File: src/design/chien_pkg.sv
package chien_pkg;

   localparam int GF_M        = 13;
   localparam int GF_ORDER    = (1 << GF_M) - 1;    // 8191 nonzero elements
   localparam int T_MAX       = 8;
   localparam int CODE_LEN    = 4224;
   localparam int PAR_DEFAULT = 16;
   localparam int ADDR_W      = 13;

   localparam logic [GF_M:0] GF_POLY = 14'h201b;   // x^13 + x^4 + x^3 + x + 1

   typedef logic [GF_M-1:0] gf_elem_t;

   // --------------------------------------------------
   // field arithmetic
   // --------------------------------------------------
   function automatic gf_elem_t gf_mul(gf_elem_t a, gf_elem_t b);
      gf_elem_t acc;
      gf_elem_t sh;
      acc = '0;
      sh  = a;                                         // a * x^i
      for (int i = 0; i < GF_M; i++)
      begin
         if (b[i])
            acc = acc ^ sh;
         sh = sh[GF_M-1] ? ((sh << 1) ^ GF_POLY[GF_M-1:0]) : (sh << 1);
      end
      return acc;
   endfunction

   // alpha^e, e may be negative
   function automatic gf_elem_t gf_pow_alpha(int e);
      int       r;
      gf_elem_t base;
      gf_elem_t acc;
      r = e % GF_ORDER;
      if (r < 0)
         r = r + GF_ORDER;
      base = gf_elem_t'(2);                            // alpha
      acc  = gf_elem_t'(1);
      for (int i = 0; i < GF_M; i++)
      begin
         if (r[i])
            acc = gf_mul(acc, base);
         base = gf_mul(base, base);                    // square and multiply
      end
      return acc;
   endfunction

   // --------------------------------------------------
   // shared structs
   // --------------------------------------------------
   // coef8 first so that a [8:0] view indexes by power
   typedef struct packed {
      gf_elem_t coef8;
      gf_elem_t coef7;
      gf_elem_t coef6;
      gf_elem_t coef5;
      gf_elem_t coef4;
      gf_elem_t coef3;
      gf_elem_t coef2;
      gf_elem_t coef1;
      gf_elem_t coef0;
   } lambda_t;

   typedef struct packed {
      logic       active;
      logic [8:0] grp;
      logic       last;
      logic       first;
      logic [3:0] deg;
      logic [7:0] spare;                               // kept at zero
   } scan_stat_t;

   typedef struct packed {
      logic              valid;
      logic [ADDR_W-1:0] addr;
   } err_addr_t;

   typedef struct packed {
      logic       done;
      logic [3:0] err_cnt;
      logic       uncorr;
   } dec_result_t;

endpackage

File: src/design/chien_cell.sv
`timescale 1ns/1ps

module chien_cell #(
   parameter int PAR  = chien_pkg::PAR_DEFAULT,
   parameter int LANE = 0
) (
   input  logic               clk,
   input  logic               rstn,
   input  logic               load_i,
   input  logic               step_i,
   input  chien_pkg::lambda_t lambda_i,
   output logic               root_o
);
   import chien_pkg::*;

   logic [T_MAX:0][GF_M-1:0] coef;
   gf_elem_t                 term [T_MAX+1];
   gf_elem_t                 sum;

   assign coef = lambda_i;

   // --------------------------------------------------
   // term k holds coef_k * alpha^(-k*position)
   // --------------------------------------------------
   for (genvar k = 0; k <= T_MAX; k++)
   begin : g_term
      localparam gf_elem_t LOAD_C = gf_pow_alpha(-k * LANE);
      localparam gf_elem_t STEP_C = gf_pow_alpha(-k * PAR);   // jump one group

      gf_elem_t term_q;

      always_ff @(posedge clk or negedge rstn)
      begin
         if (!rstn)
            term_q <= '0;
         else if (load_i)
            term_q <= gf_mul(coef[k], LOAD_C);
         else if (step_i)
            term_q <= gf_mul(term_q, STEP_C);
      end

      assign term[k] = term_q;
   end

   always_comb
   begin
      sum = '0;
      for (int k = 0; k <= T_MAX; k++)
         sum = sum ^ term[k];
   end

   assign root_o = (sum == '0);                       // lambda(alpha^-pos) == 0

endmodule

File: config.mk
export PLATFORM = sky130hd
export DESIGN_NAME = chien_cell
export DESIGN_NICKNAME = d
export VERILOG_FILES = /design/src/design/chien_pkg.sv /design/src/design/chien_cell.sv
export SDC_FILE = /design/constraint.sdc
export NUM_CORES = 1
export LEC_CHECK = 0
export ABC_AREA = 1
export BUFFER_PORTS_ARGS = -buffer_cell sky130_fd_sc_hd__buf_2
export CORE_MARGIN = 1
export CORE_UTILIZATION = 50
export DETAILED_ROUTE_END_ITERATION = 7
export GPL_TIMING_DRIVEN = 1
export PLACE_DENSITY = 0.69
export SKIP_CTS_REPAIR_TIMING = 1
export SYNTH_ARGS = -nofsm -noshare
export SYNTH_HDL_FRONTEND = slang
export SYNTH_SLANG_ARGS = --single-unit
File: constraint.sdc
create_clock -name clk -period 5.9 [get_ports clk]
set_input_delay 1.77 -clock clk [delete_from_list [all_inputs] [get_ports clk]]
set_output_delay 1.77 -clock clk [all_outputs]
set_load 0.03 [all_outputs]
==> tab_implementation.tex, run 1 <==
\begin{tabular}{lr}
\hline
Metric & Value \\
\hline
\multicolumn{2}{l}{\textbf{Run status}} \\
\quad Result of the run & finished, final reports clean \\
\multicolumn{2}{l}{\textbf{STA}} \\
\quad Setup violation total in the final timing report & 0 \\
\quad Final-report max-slew violation count & 0 \\
\quad Fin crit share & 72.7\% \\
\quad Final Hold Viols & 0 \\
\quad Transition time at the pin with the least slew margin & $\sim$1 ns \\
\quad Time the worst path needs with I/O delays and setup & roughly 4.3 ns \\
\quad Maximum achievable frequency & 233 MHz \\
\quad Slew Limit Headroom & 33.4\% \\
\quad RSZ-0062 raised after global routing & no \\
\quad Final TNS setup & 0 ns \\
\quad Worst Skew & about 0.0082 ns \\
\multicolumn{2}{l}{\textbf{Critical path}} \\
\quad Critical path startpoint category & flop \\
\quad Worst reg2reg setup slack & about 3.6 ns \\
\quad Delay of the slowest cell on the worst path & $\sim$0.5 ns \\
\quad Data required time of the critical path & roughly 4.1 ns \\
\quad CP top delay family & XOR/XNOR gates \\
\quad Worst-case reg-to-reg path depth & 16 \\
\quad Critical Path Slowest Stage Cell & dfrtp\_1 \\
\quad Arrival time worst endpoint & between 2 and 3 ns \\
\quad CP Cell Sequence & xnor2\_1 > xnor2\_1 > xor2\_1 > inv\_1 > nand2\_1 > nand2\_1 > nor2\_1 > nand3\_1 > nor2\_1 > buf\_2 \\
\quad Kind of capture point of the worst setup path & output pin \\
\quad Worst path bufs/invs & 2 \\
\quad Launch instance of the worst register-to-register path & g\_term[8].term\_q[12] \\
\quad Critical path class & reg2out \\
\quad CP max FO & 7 \\
\quad Capture point of the worst reg-to-reg path & g\_term[8].term\_q[3] \\
\multicolumn{2}{l}{\textbf{Synthesis}} \\
\quad Multiplexer fraction of the synthesized cell area & 0\% \\
\quad Total standard cell area after synthesis & 12800 um\^{}2 \\
\quad Dominant cell type by area after synthesis & dfrtp\_1 \\
\quad Combinational family with the most area after synthesis & XOR/XNOR gates \\
\quad Synthesized net count & roughly 1900 \\
\quad Share of the synthesized area in the top cell type & 22.9\% \\
\quad Post-synthesis share of cell area spent on xor and xnor gates & 37.1\% \\
\quad Top cells by area, synth & dfrtp\_1, xor2\_1, nand2\_1 \\
\quad Number of distinct standard cells referenced by the synthesized netlist & 32 \\
\quad Syn Inst Count & 1768 \\
\quad Register bit count reported by yosys & about 120 \\
\quad Synth Area in Simple Gates & $\sim$22\% \\
\quad Avg Synthesized Cell Area & about 7.2 um\^{}2 \\
\quad Compound-gate portion of the synthesized area & around 9.0\% \\
\quad Adder and majority cell fraction of the synthesized area & 0\% \\
\quad Syn. warnings & 0 \\
\quad Fraction of the yosys area taken by sequential cells & between 20\% and 30\% \\
\multicolumn{2}{l}{\textbf{Clocking}} \\
\quad Worst-skew pair later-pin latency & about 0.44 ns \\
\quad CTS tree & built \\
\quad CTS Sinks & about 120 \\
\quad H-Tree Level Count & 4 \\
\quad CTS clock-pin slew for the worst setup and hold paths & 0.06 ns \\
\quad Max Buffers Root-to-Sink & 2 \\
\quad Clock root buffer master & clkbuf\_16 \\
\quad Num CTS Buffers & 17 \\
\multicolumn{2}{l}{\textbf{Cells and area}} \\
\quad Area added between synthesis and finish & 9.44\% \\
\quad Antenna cell count & 0 \\
\quad Share of layout cells above drive strength 1 & roughly an eighth \\
\quad Layout Cells excl Fill & between 2000 and 2500 \\
\quad Largest registers & g\_term.term\_q (117) \\
\quad Flip-flop count of the largest register after layout & between 100 and 150 \\
\quad Final nets & 1937 \\
\quad Register with the highest flop count & g\_term.term\_q \\
\multicolumn{2}{l}{\textbf{Floorplanning}} \\
\quad Ports placed on the boundary & around 120 \\
\quad Overall die height & between 150 and 200 um \\
\quad Core area & roughly 25000 um\^{}2 \\
\quad Total die area & approximately 26000 um\^{}2 \\
\quad X dimension of the die & between 150 and 200 um \\
\quad Initial cell density of the core & a little over 50\% \\
\quad Number of rows created at floorplan & 58 \\
\multicolumn{2}{l}{\textbf{Run}} \\
\quad Max Cap Viol & 0 \\
\multicolumn{2}{l}{\textbf{Global route}} \\
\quad Overall routing resource usage & approximately 28\% \\
\quad Maximum number of pins on one net before global-route repair & 85 \\
\quad Leftover overflow at the end of global routing & 0 \\
\quad Vias in the first global route & between 10000 and 15000 \\
\quad Initial antenna violation count & 0 \\
\quad First-pass GRT wire length & around 57000 um \\
\multicolumn{2}{l}{\textbf{Drt}} \\
\quad Router iterations before antenna repair & 5 \\
\quad Remaining antenna violation count & 0 \\
\quad Drt initial violations & around 740 \\
\quad DR top layer & met4 \\
\quad Total met3 wirelength after detailed routing & between 2000 and 2500 um \\
\quad Total via count after detailed routing & approximately 11000 \\
\quad Wl on met1 & 15800 um \\
\quad Aggregate routed wire length & roughly 35000 um \\
\quad Met2 Wirelength & about 17000 um \\
\quad Via-to-Cell Ratio & $\sim$5.2 \\
\quad Post-route DRC & 0 \\
\quad Average routed wire per standard cell & approximately 16 um \\
\multicolumn{2}{l}{\textbf{Placement}} \\
\quad Number of buffers added on ports & about 120 \\
\quad DPL Wire Length & 26600 um \\
\quad Placed cells & between 2000 and 2500 \\
\quad Weighted congestion reported at the end of routability-driven placement & about 0.94 \\
\multicolumn{2}{l}{\textbf{Hold path}} \\
\quad Worst Hold Launch & g\_term[0].term\_q[0] \\
\quad Tightest Hold Check Type & reg2reg \\
\quad Cells on Worst Hold Path & 2 \\
\quad Hold worst-path end & g\_term[0].term\_q[0] \\
\hline
\end{tabular}
-- stage by stage --
step / utilization (%) / setup WS (ns) / area, um^2 / hold WS [ns]
after detailed placement: 53.3 / 2.07 / 13400 / 0.504
after global placement: 53.3 / 2.13 / 13400 / 0.489
after CTS: 55.8 / 1.66 / 14000 / 0.519
after global routing: 55.8 / 1.43 / 14000 / 0.551
after floorplan: - / 2.36 / 12800 / 0.461
final: 55.8 / 1.61 / 14000 / 0.516
-- synthesized netlist by cell type --
cell,instances
or2_2,6
xnor3_1,1
o211ai_1,10
nand3_1,82
clkbuf_1,44
dfrtp_1,117
and2_1,1
xor2_2,13
buf_4,6
clkinv_1,1
o21ai_1,16
nand3b_1,12
xor2_1,283
a21boi_0,3
buf_2,42
inv_2,5
nand4_1,2
buf_6,7
a21oi_1,8
xnor2_4,2
xnor2_2,12
or2_1,6
o21ai_0,47
a21o_1,2
inv_1,170
nand2_1,530
a22oi_1,72
nand2_2,13
xnor2_1,197
nor2_1,40
o221ai_1,16
xor2_4,2
-- layout make-up --
type                       count  area (um^2)
multi-input combinational   1376         8720
tap                          330          413
sequential                   117         2930
inverter                     176          661
timing repair buffer         128          663
fill                        2418        11100
clock inverter                10          145
clock buffer                  21          470
-- worst min-delay path, stage by stage, from the launching register on --
cell     delay [ns]
dfrtp_1        0.37
nand2_1        0.06
nand2_1        0.05
-- how the worst max path moves through the flow --
stage / slack, ns / endpoint / cells after the start / start
after detailed placement: 2.07 / g_term[0].term_q[6] / 5 / load_i
final: 1.61 / root_o / 10 / g_term[8].term_q[2]
after global routing: 1.43 / root_o / 10 / g_term[1].term_q[12]
after global placement: 2.13 / root_o / 10 / g_term[8].term_q[8]
after CTS: 1.66 / root_o / 10 / g_term[8].term_q[2]
after floorplan: 2.36 / root_o / 10 / g_term[8].term_q[8]
-- cells in the final DEF (no fill, tap or decap), types with 8 or more instances in the layout --
master	instances
xnor2_2	12
nand2_1	530
xor2_1	283
o221ai_1	16
nor2_1	38
clkbuf_16	17
xnor2_1	197
inv_1	170
o211ai_1	10
nand3b_1	12
o21ai_1	16
buf_4	9
nand3_1	82
nand2_2	13
xor2_2	13
dfrtp_1	117
o21ai_0	47
buf_2	119
a21oi_1	8
a22oi_1	72
-- cells by family after synthesis --
group | after synthesis
and+or+nand+nor | 692
DFF | 117
AOI/OAI and AO/OA | 174
xor gates and xnor gates | 510
buffers and inverters | 275
-- layer usage --
metal / vias to the layer above / global-route usage, %
li1: 5550 / -
met5: - / 0
met2: 367 / 45.7
met3: 68 / 3.29
met4: 0 / 10.4
met1: 5273 / 37.4
Power of run 1 is left out: the tool's default activity adds up to more than one toggle a clock period on the data nets, which glitch-free logic cannot reach.
==> run 2, diff against run 1 <==
- clock period: 5.9 -> 4.2 ns (I/O delays scaled with it)
==> run 2 against run 1 <==
Against the previous run:
- cell count rose by 0.19%
- die area unchanged
- wire length grew 2.1%
- critical path depth unchanged
==> tab_implementation.tex, run 2 (synthesized netlist as in run 1, its figures left out) <==
\begin{tabular}{lr}
\hline
Metric & Value \\
\hline
\multicolumn{2}{l}{\textbf{STA}} \\
\quad RSZ-0062 raised after global routing & no \\
\quad Final critical-path setup slack & slightly below 0.4 ns \\
\quad Final TNS setup & 0 ns \\
\quad Setup violation total in the final timing report & 0 \\
\quad Final Hold Viols & 0 \\
\quad Slew Limit Headroom & approximately 33\% \\
\quad Worst Skew & approximately 0.014 ns \\
\quad Maximum achievable frequency & 263 MHz \\
\quad Fin crit share & around 91\% \\
\quad Transition time at the pin with the least slew margin & just over 1 ns \\
\quad Time the worst path needs with I/O delays and setup & roughly 3.8 ns \\
\quad Worst hold slack & between 0.5 and 0.6 ns \\
\quad Final-report max-slew violation count & 0 \\
\multicolumn{2}{l}{\textbf{Global route}} \\
\quad First-pass GRT wire length & a little under 60000 um \\
\quad Overall routing resource usage & between 20\% and 30\% \\
\quad Initial antenna violation count & 0 \\
\quad Leftover overflow at the end of global routing & 0 \\
\quad Maximum number of pins on one net before global-route repair & 89 \\
\quad Vias in the first global route & $\sim$11000 \\
\multicolumn{2}{l}{\textbf{Clocking}} \\
\quad H-Tree Level Count & 4 \\
\quad Max Buffers Root-to-Sink & 2 \\
\quad CTS clock-pin slew for the worst setup and hold paths & about 0.060 ns \\
\quad Num CTS Buffers & 17 \\
\quad Clock root buffer master & clkbuf\_16 \\
\quad CTS tree & built \\
\quad Worst-skew pair later-pin latency & about 0.45 ns \\
\quad CTS Sinks & approximately 120 \\
\multicolumn{2}{l}{\textbf{Critical path}} \\
\quad Capture point of the worst reg-to-reg path & g\_term[8].term\_q[6] \\
\quad CP Cell Sequence & xnor2\_1 > xor2\_1 > xor2\_1 > inv\_1 > nand2\_1 > nand2\_1 > nor2\_1 > nand3\_1 > nor2\_1 > buf\_2 \\
\quad Data required time of the critical path & between 2 and 3 ns \\
\quad Worst-case reg-to-reg path depth & 10 \\
\quad Worst reg2reg setup slack & roughly 1.9 ns \\
\quad Launch instance of the worst register-to-register path & g\_term[8].term\_q[12] \\
\quad Kind of capture point of the worst setup path & output pin \\
\quad Critical path class & reg2out \\
\quad Critical Path Slowest Stage Cell & dfrtp\_1 \\
\quad Timing startpoint of the critical path & g\_term[1].term\_q[11] \\
\quad Critical path startpoint category & flop \\
\quad Delay of the slowest cell on the worst path & 0.48 ns \\
\quad CP max FO & 8 \\
\quad Crit path to & root\_o \\
\quad Arrival time worst endpoint & approximately 2.6 ns \\
\multicolumn{2}{l}{\textbf{Floorplanning}} \\
\quad Number of rows created at floorplan & just under 60 \\
\quad X dimension of the die & between 150 and 200 um \\
\quad Overall die height & roughly 160 um \\
\quad Ports placed on the boundary & between 100 and 150 \\
\quad Initial cell density of the core & between 50\% and 60\% \\
\quad Total die area & 26200 um\^{}2 \\
\quad Core area & between 20000 and 30000 um\^{}2 \\
\multicolumn{2}{l}{\textbf{Cells and area}} \\
\quad Register with the highest flop count & g\_term.term\_q \\
\quad Layout fillers & 2398 \\
\quad Final standard cell utilization of the core & between 50\% and 60\% \\
\quad Area added between synthesis and finish & 9.52\% \\
\quad Final nets & just under 2000 \\
\quad Highest-count cells in the layout ignoring fill and taps & nand2\_1, xor2\_1, xnor2\_1, inv\_1, buf\_2 \\
\quad Largest registers & g\_term.term\_q (117) \\
\quad Share of layout cells above drive strength 1 & between 10\% and 20\% \\
\quad Flip-flop count of the largest register after layout & 117 \\
\quad Leading cell type in the layout, fill and taps excluded & nand2\_1 \\
\quad Antenna cell count & 0 \\
\multicolumn{2}{l}{\textbf{Hold path}} \\
\quad Tightest Hold Check Type & reg2reg \\
\multicolumn{2}{l}{\textbf{Drt}} \\
\quad Aggregate routed wire length & 36200 um \\
\quad Average routed wire per standard cell & about 17 um \\
\quad Router iterations before antenna repair & 7 \\
\quad Via-to-Cell Ratio & around 5.3 \\
\quad Post-route DRC & 0 \\
\quad Drt initial violations & approximately 750 \\
\quad Total via count after detailed routing & 11400 \\
\quad Remaining antenna violation count & 0 \\
\multicolumn{2}{l}{\textbf{Run status}} \\
\quad Result of the run & finished, final reports clean \\
\multicolumn{2}{l}{\textbf{Placement}} \\
\quad DPL Wire Length & 27100 um \\
\quad Number of buffers added on ports & around 120 \\
\quad Weighted congestion reported at the end of routability-driven placement & 0.937 \\
\quad Place WS & 0.880 ns \\
\multicolumn{2}{l}{\textbf{Run}} \\
\quad Max Cap Viol & 0 \\
\hline
\end{tabular}
-- run 2: cell count changes in the layout (fill, tap and decap cells not counted), sizes merged --
cell / change
inv: +5
buf: +3
bufinv: -2
clkbuf: -3
clkinvlp: +1
-- run 2: per-layer routing --
metal,vias up,track usage (%),share of wire [%]
met1,5329,38.2,44
met2,405,46.7,47
met3,61,4.65,6.5
met4,0,9.91,2.5
li1,5572,-,-
met5,-,0,0
-- run 2: worst max-delay path: cells and delay by family (launching register included) --
family	cells	cell delay [ns]
xor gates and xnor gates	3	0.77
buffers and inverters	2	0.32
DFF	1	0.48
and+or+nand+nor	5	0.53
-- run 2: stage by stage --
step,cell area (um^2),std cells
after floorplan,12800,1768
after global placement,13400,2130
after detailed placement,13400,2130
after CTS,14000,2162
after global routing,14000,2162
final,14000,2162
-- run 2: area by class of cell --
| cell class | instances | area, um^2 | area share, % |
|---|---|---|---|
| Multi-Input combinational cell | 1376 | 8720 | 62.2 |
| Clock buffer | 18 | 439 | 3.13 |
| Inverter | 176 | 661 | 4.71 |
| Tap cell | 330 | 413 | 2.95 |
| Timing Repair Buffer | 131 | 711 | 5.07 |
| Clock inverter | 14 | 139 | 0.991 |
| Sequential cell | 117 | 2930 | 20.9 |
-- run 2: worst min path at each step --
stage / startpoint / end / slack [ns] / cells past startpoint
2_1_floorplan: g_term[0].term_q[6] / g_term[0].term_q[6] / 0.46 / 2
3_3_place_gp: g_term[0].term_q[3] / g_term[0].term_q[3] / 0.49 / 2
3_5_place_dp: g_term[0].term_q[3] / g_term[0].term_q[3] / 0.49 / 2
4_1_cts: g_term[0].term_q[3] / g_term[0].term_q[3] / 0.50 / 2
5_1_grt: g_term[0].term_q[3] / g_term[0].term_q[3] / 0.52 / 2
6_report: g_term[0].term_q[3] / g_term[0].term_q[3] / 0.51 / 2
Power of run 2 is left out for the same reason.
==> run 3, diff against run 2 <==
- ABC_AREA: 1 -> 0
- PLACE_DENSITY: 0.69 -> 0.7
==> run 3 against run 2 <==
Against the previous run:
- sequential share of layout area rose by 4.3 points
- utilization is 1.2 points higher
- critical path type unchanged
- synthesized cell count shrank 42%
- cell count shrank 38%
- register-to-register slack about the same
- global-route usage shrank 4.1 points
- largest cell class unchanged
- hold slack better by 0.026 ns
- first-iteration DRC count fell by 44%
- sequential cell count is the same
- clock-buffer cell count is 5 higher
- cell area decreased by 17%
- highest routed layer unchanged
==> tab_implementation.tex, run 3 <==
\begin{tabular}{lr}
\hline
Metric & Value \\
\hline
\multicolumn{2}{l}{\textbf{Synthesis}} \\
\quad Most used DFF post-synth & dfrtp\_1 \\
\quad Synthesized net count & 1139 \\
\quad Share of async-settable or async-resettable flops after synthesis & 100\% \\
\quad Post-synth EDFFs & 0 \\
\quad Cell with the most instances after synthesis & xnor2\_1 \\
\quad Most frequent cells after synthesis & xnor2\_1, dfrtp\_1, clkbuf\_1, nand2\_1, xor2\_1 \\
\quad Avg Synthesized Cell Area & around 10 um\^{}2 \\
\quad Syn Inst Count & between 1000 and 1500 \\
\quad Dominant cell type by area after synthesis & dfrtp\_1 \\
\quad Register bit count reported by yosys & between 100 and 150 \\
\quad Total standard cell area after synthesis & about 11000 um\^{}2 \\
\quad Top cells by area, synth & dfrtp\_1, xnor2\_1, xnor3\_1 \\
\quad Number of distinct standard cells referenced by the synthesized netlist & 40 \\
\quad Share of the synthesized area in the top cell type & 27.8\% \\
\quad Fraction of the yosys area taken by sequential cells & between 20\% and 30\% \\
\quad Syn. warnings & 0 \\
\multicolumn{2}{l}{\textbf{STA}} \\
\quad Final TNS setup & 0 ns \\
\quad Slew Limit Headroom & between 40\% and 50\% \\
\quad Worst Skew & roughly 0.0086 ns \\
\quad Transition time at the pin with the least slew margin & 0.763 ns \\
\quad Worst hold slack & 0.532 ns \\
\quad Time the worst path needs with I/O delays and setup & slightly above 4 ns \\
\quad Fin crit share & 96.5\% \\
\quad Final-report max-slew violation count & 0 \\
\quad RSZ-0062 raised after global routing & no \\
\quad Final Hold Viols & 0 \\
\quad Setup violation total in the final timing report & 0 \\
\quad Maximum achievable frequency & 247 MHz \\
\multicolumn{2}{l}{\textbf{Clocking}} \\
\quad Max Buffers Root-to-Sink & 2 \\
\quad CTS Sinks & approximately 120 \\
\quad Num CTS Buffers & 17 \\
\quad CTS clock-pin slew for the worst setup and hold paths & 0.05 ns \\
\quad CTS tree & built \\
\quad Clock root buffer master & clkbuf\_16 \\
\quad Worst-skew pair later-pin latency & approximately 0.43 ns \\
\quad H-Tree Level Count & 4 \\
\multicolumn{2}{l}{\textbf{Global route}} \\
\quad Vias in the first global route & 7187 \\
\quad Leftover overflow at the end of global routing & 0 \\
\quad Maximum number of pins on one net before global-route repair & 71 \\
\quad First-pass GRT wire length & 40300 um \\
\quad Initial antenna violation count & 0 \\
\quad Overall routing resource usage & 24.5\% \\
\multicolumn{2}{l}{\textbf{Drt}} \\
\quad Drt initial violations & between 400 and 500 \\
\quad Aggregate routed wire length & $\sim$25000 um \\
\quad Average routed wire per standard cell & 18.7 um \\
\quad Post-route DRC & 0 \\
\quad Via-to-Cell Ratio & between 5 and 6 \\
\quad Router iterations before antenna repair & 5 \\
\quad Total via count after detailed routing & just over 7000 \\
\quad Remaining antenna violation count & 0 \\
\multicolumn{2}{l}{\textbf{Cells and area}} \\
\quad Final nets & $\sim$1200 \\
\quad Highest-count cells in the layout ignoring fill and taps & xnor2\_1, buf\_2, dfrtp\_1, nand2\_1, xor2\_1 \\
\quad Largest registers & g\_term.term\_q (117) \\
\quad Area added between synthesis and finish & 10.7\% \\
\quad Share of layout cells above drive strength 1 & approximately a fifth \\
\quad Flip-flop count of the largest register after layout & roughly 120 \\
\quad Register with the highest flop count & g\_term.term\_q \\
\quad Layout fillers & approximately 1800 \\
\quad Antenna cell count & 0 \\
\quad Leading cell type in the layout, fill and taps excluded & xnor2\_1 \\
\multicolumn{2}{l}{\textbf{Critical path}} \\
\quad Arrival time worst endpoint & roughly 2.8 ns \\
\quad Kind of capture point of the worst setup path & output pin \\
\quad Worst-case reg-to-reg path depth & 5 \\
\quad Timing startpoint of the critical path & g\_term[1].term\_q[11] \\
\quad CP max FO & 5 \\
\quad Critical path class & reg2out \\
\quad Capture point of the worst reg-to-reg path & g\_term[5].term\_q[8] \\
\quad Data required time of the critical path & approximately 2.9 ns \\
\quad Launch instance of the worst register-to-register path & g\_term[5].term\_q[8] \\
\quad Critical path startpoint category & flop \\
\quad Crit path to & root\_o \\
\quad Worst reg2reg setup slack & 1.85 ns \\
\multicolumn{2}{l}{\textbf{Placement}} \\
\quad Weighted congestion reported at the end of routability-driven placement & approximately 0.92 \\
\quad DPL Wire Length & around 19000 um \\
\quad Number of buffers added on ports & 121 \\
\multicolumn{2}{l}{\textbf{Floorplanning}} \\
\quad Initial cell density of the core & 51.5\% \\
\quad Total die area & 21600 um\^{}2 \\
\quad Core area & between 20000 and 25000 um\^{}2 \\
\quad X dimension of the die & 147 um \\
\quad Number of rows created at floorplan & 52 \\
\quad Ports placed on the boundary & $\sim$120 \\
\quad Overall die height & 147 um \\
\multicolumn{2}{l}{\textbf{Run}} \\
\quad Max Cap Viol & 0 \\
\multicolumn{2}{l}{\textbf{Run status}} \\
\quad Result of the run & finished, final reports clean \\
\multicolumn{2}{l}{\textbf{Hold path}} \\
\quad Tightest Hold Check Type & reg2reg \\
\hline
\end{tabular}
[run 3: cell types whose count changed after synthesis, sizes merged, moves of 59 or more]
cell / delta
nand2: -465
xor2: -226
inv: -158
a22oi: -72
xnor3: +71
nand3: -65
xnor2: +59
[run 3: worst min path at each step]
stage	depth (start not counted)	slack (ns)	start	endpoint
detailed placement	1	0.52	g_term[0].term_q[2]	g_term[0].term_q[2]
finish	1	0.53	g_term[0].term_q[2]	g_term[0].term_q[2]
global placement	1	0.51	g_term[0].term_q[2]	g_term[0].term_q[2]
global route	1	0.55	g_term[0].term_q[3]	g_term[0].term_q[3]
floorplan	1	0.50	g_term[0].term_q[10]	g_term[0].term_q[10]
CTS	1	0.53	g_term[0].term_q[2]	g_term[0].term_q[2]
[run 3: final cells by class]
| cell class | instances | area [um^2] | share of cell area [%] |
|---|---|---|---|
| Clock buffer | 23 | 498 | 4.28 |
| Clock inverter | 9 | 123 | 1.05 |
| Inverter | 17 | 63.8 | 0.548 |
| Multi-Input combinational cell | 772 | 6990 | 60.0 |
| Sequential cell | 117 | 2930 | 25.1 |
| Tap cell | 270 | 338 | 2.90 |
| Timing Repair Buffer | 130 | 706 | 6.06 |
[run 3: through the flow]
step | setup slack (ns) | cell area [um^2] | cells | util [%]
after floorplan | 0.541 | 10500 | 1018 | -
after global placement | 0.529 | 11000 | 1306 | 54.0
after detailed placement | 0.600 | 11000 | 1306 | 54.0
after CTS | 0.127 | 11600 | 1338 | 57.0
after global routing | 0.121 | 11600 | 1338 | 57.0
final | 0.146 | 11600 | 1338 | 57.0
[run 3: metal layers]
layer  track usage, %  routed length, um  up-vias
met5                0                  0        -
met4             7.32                320        0
met3             4.04               1270       23
met2             39.4              11700      189
met1             34.2              11700     3462
li1                 -                  -     3400
[run 3: worst max-delay path: stages (launching register included)]
cell and delay, ns:
dfrtp_1 0.47, xnor2_1 0.44, xnor3_1 0.44, xnor2_1 0.16
nand4_1 0.12, nor4_1 0.45, buf_2 0.29
[run 3: kinds of logic after synthesis]
family | after synthesis | synth area share [%]
XOR/XNOR | 423 | 46.4
multiplexers | 68 | 6.79
buffers and inverters | 129 | 5.72
flip-flops | 117 | 27.8
AO/OA/AOI/OAI | 111 | 6.17
AND/OR/NAND/NOR | 170 | 7.11
Power of run 3 is left out for the same reason.
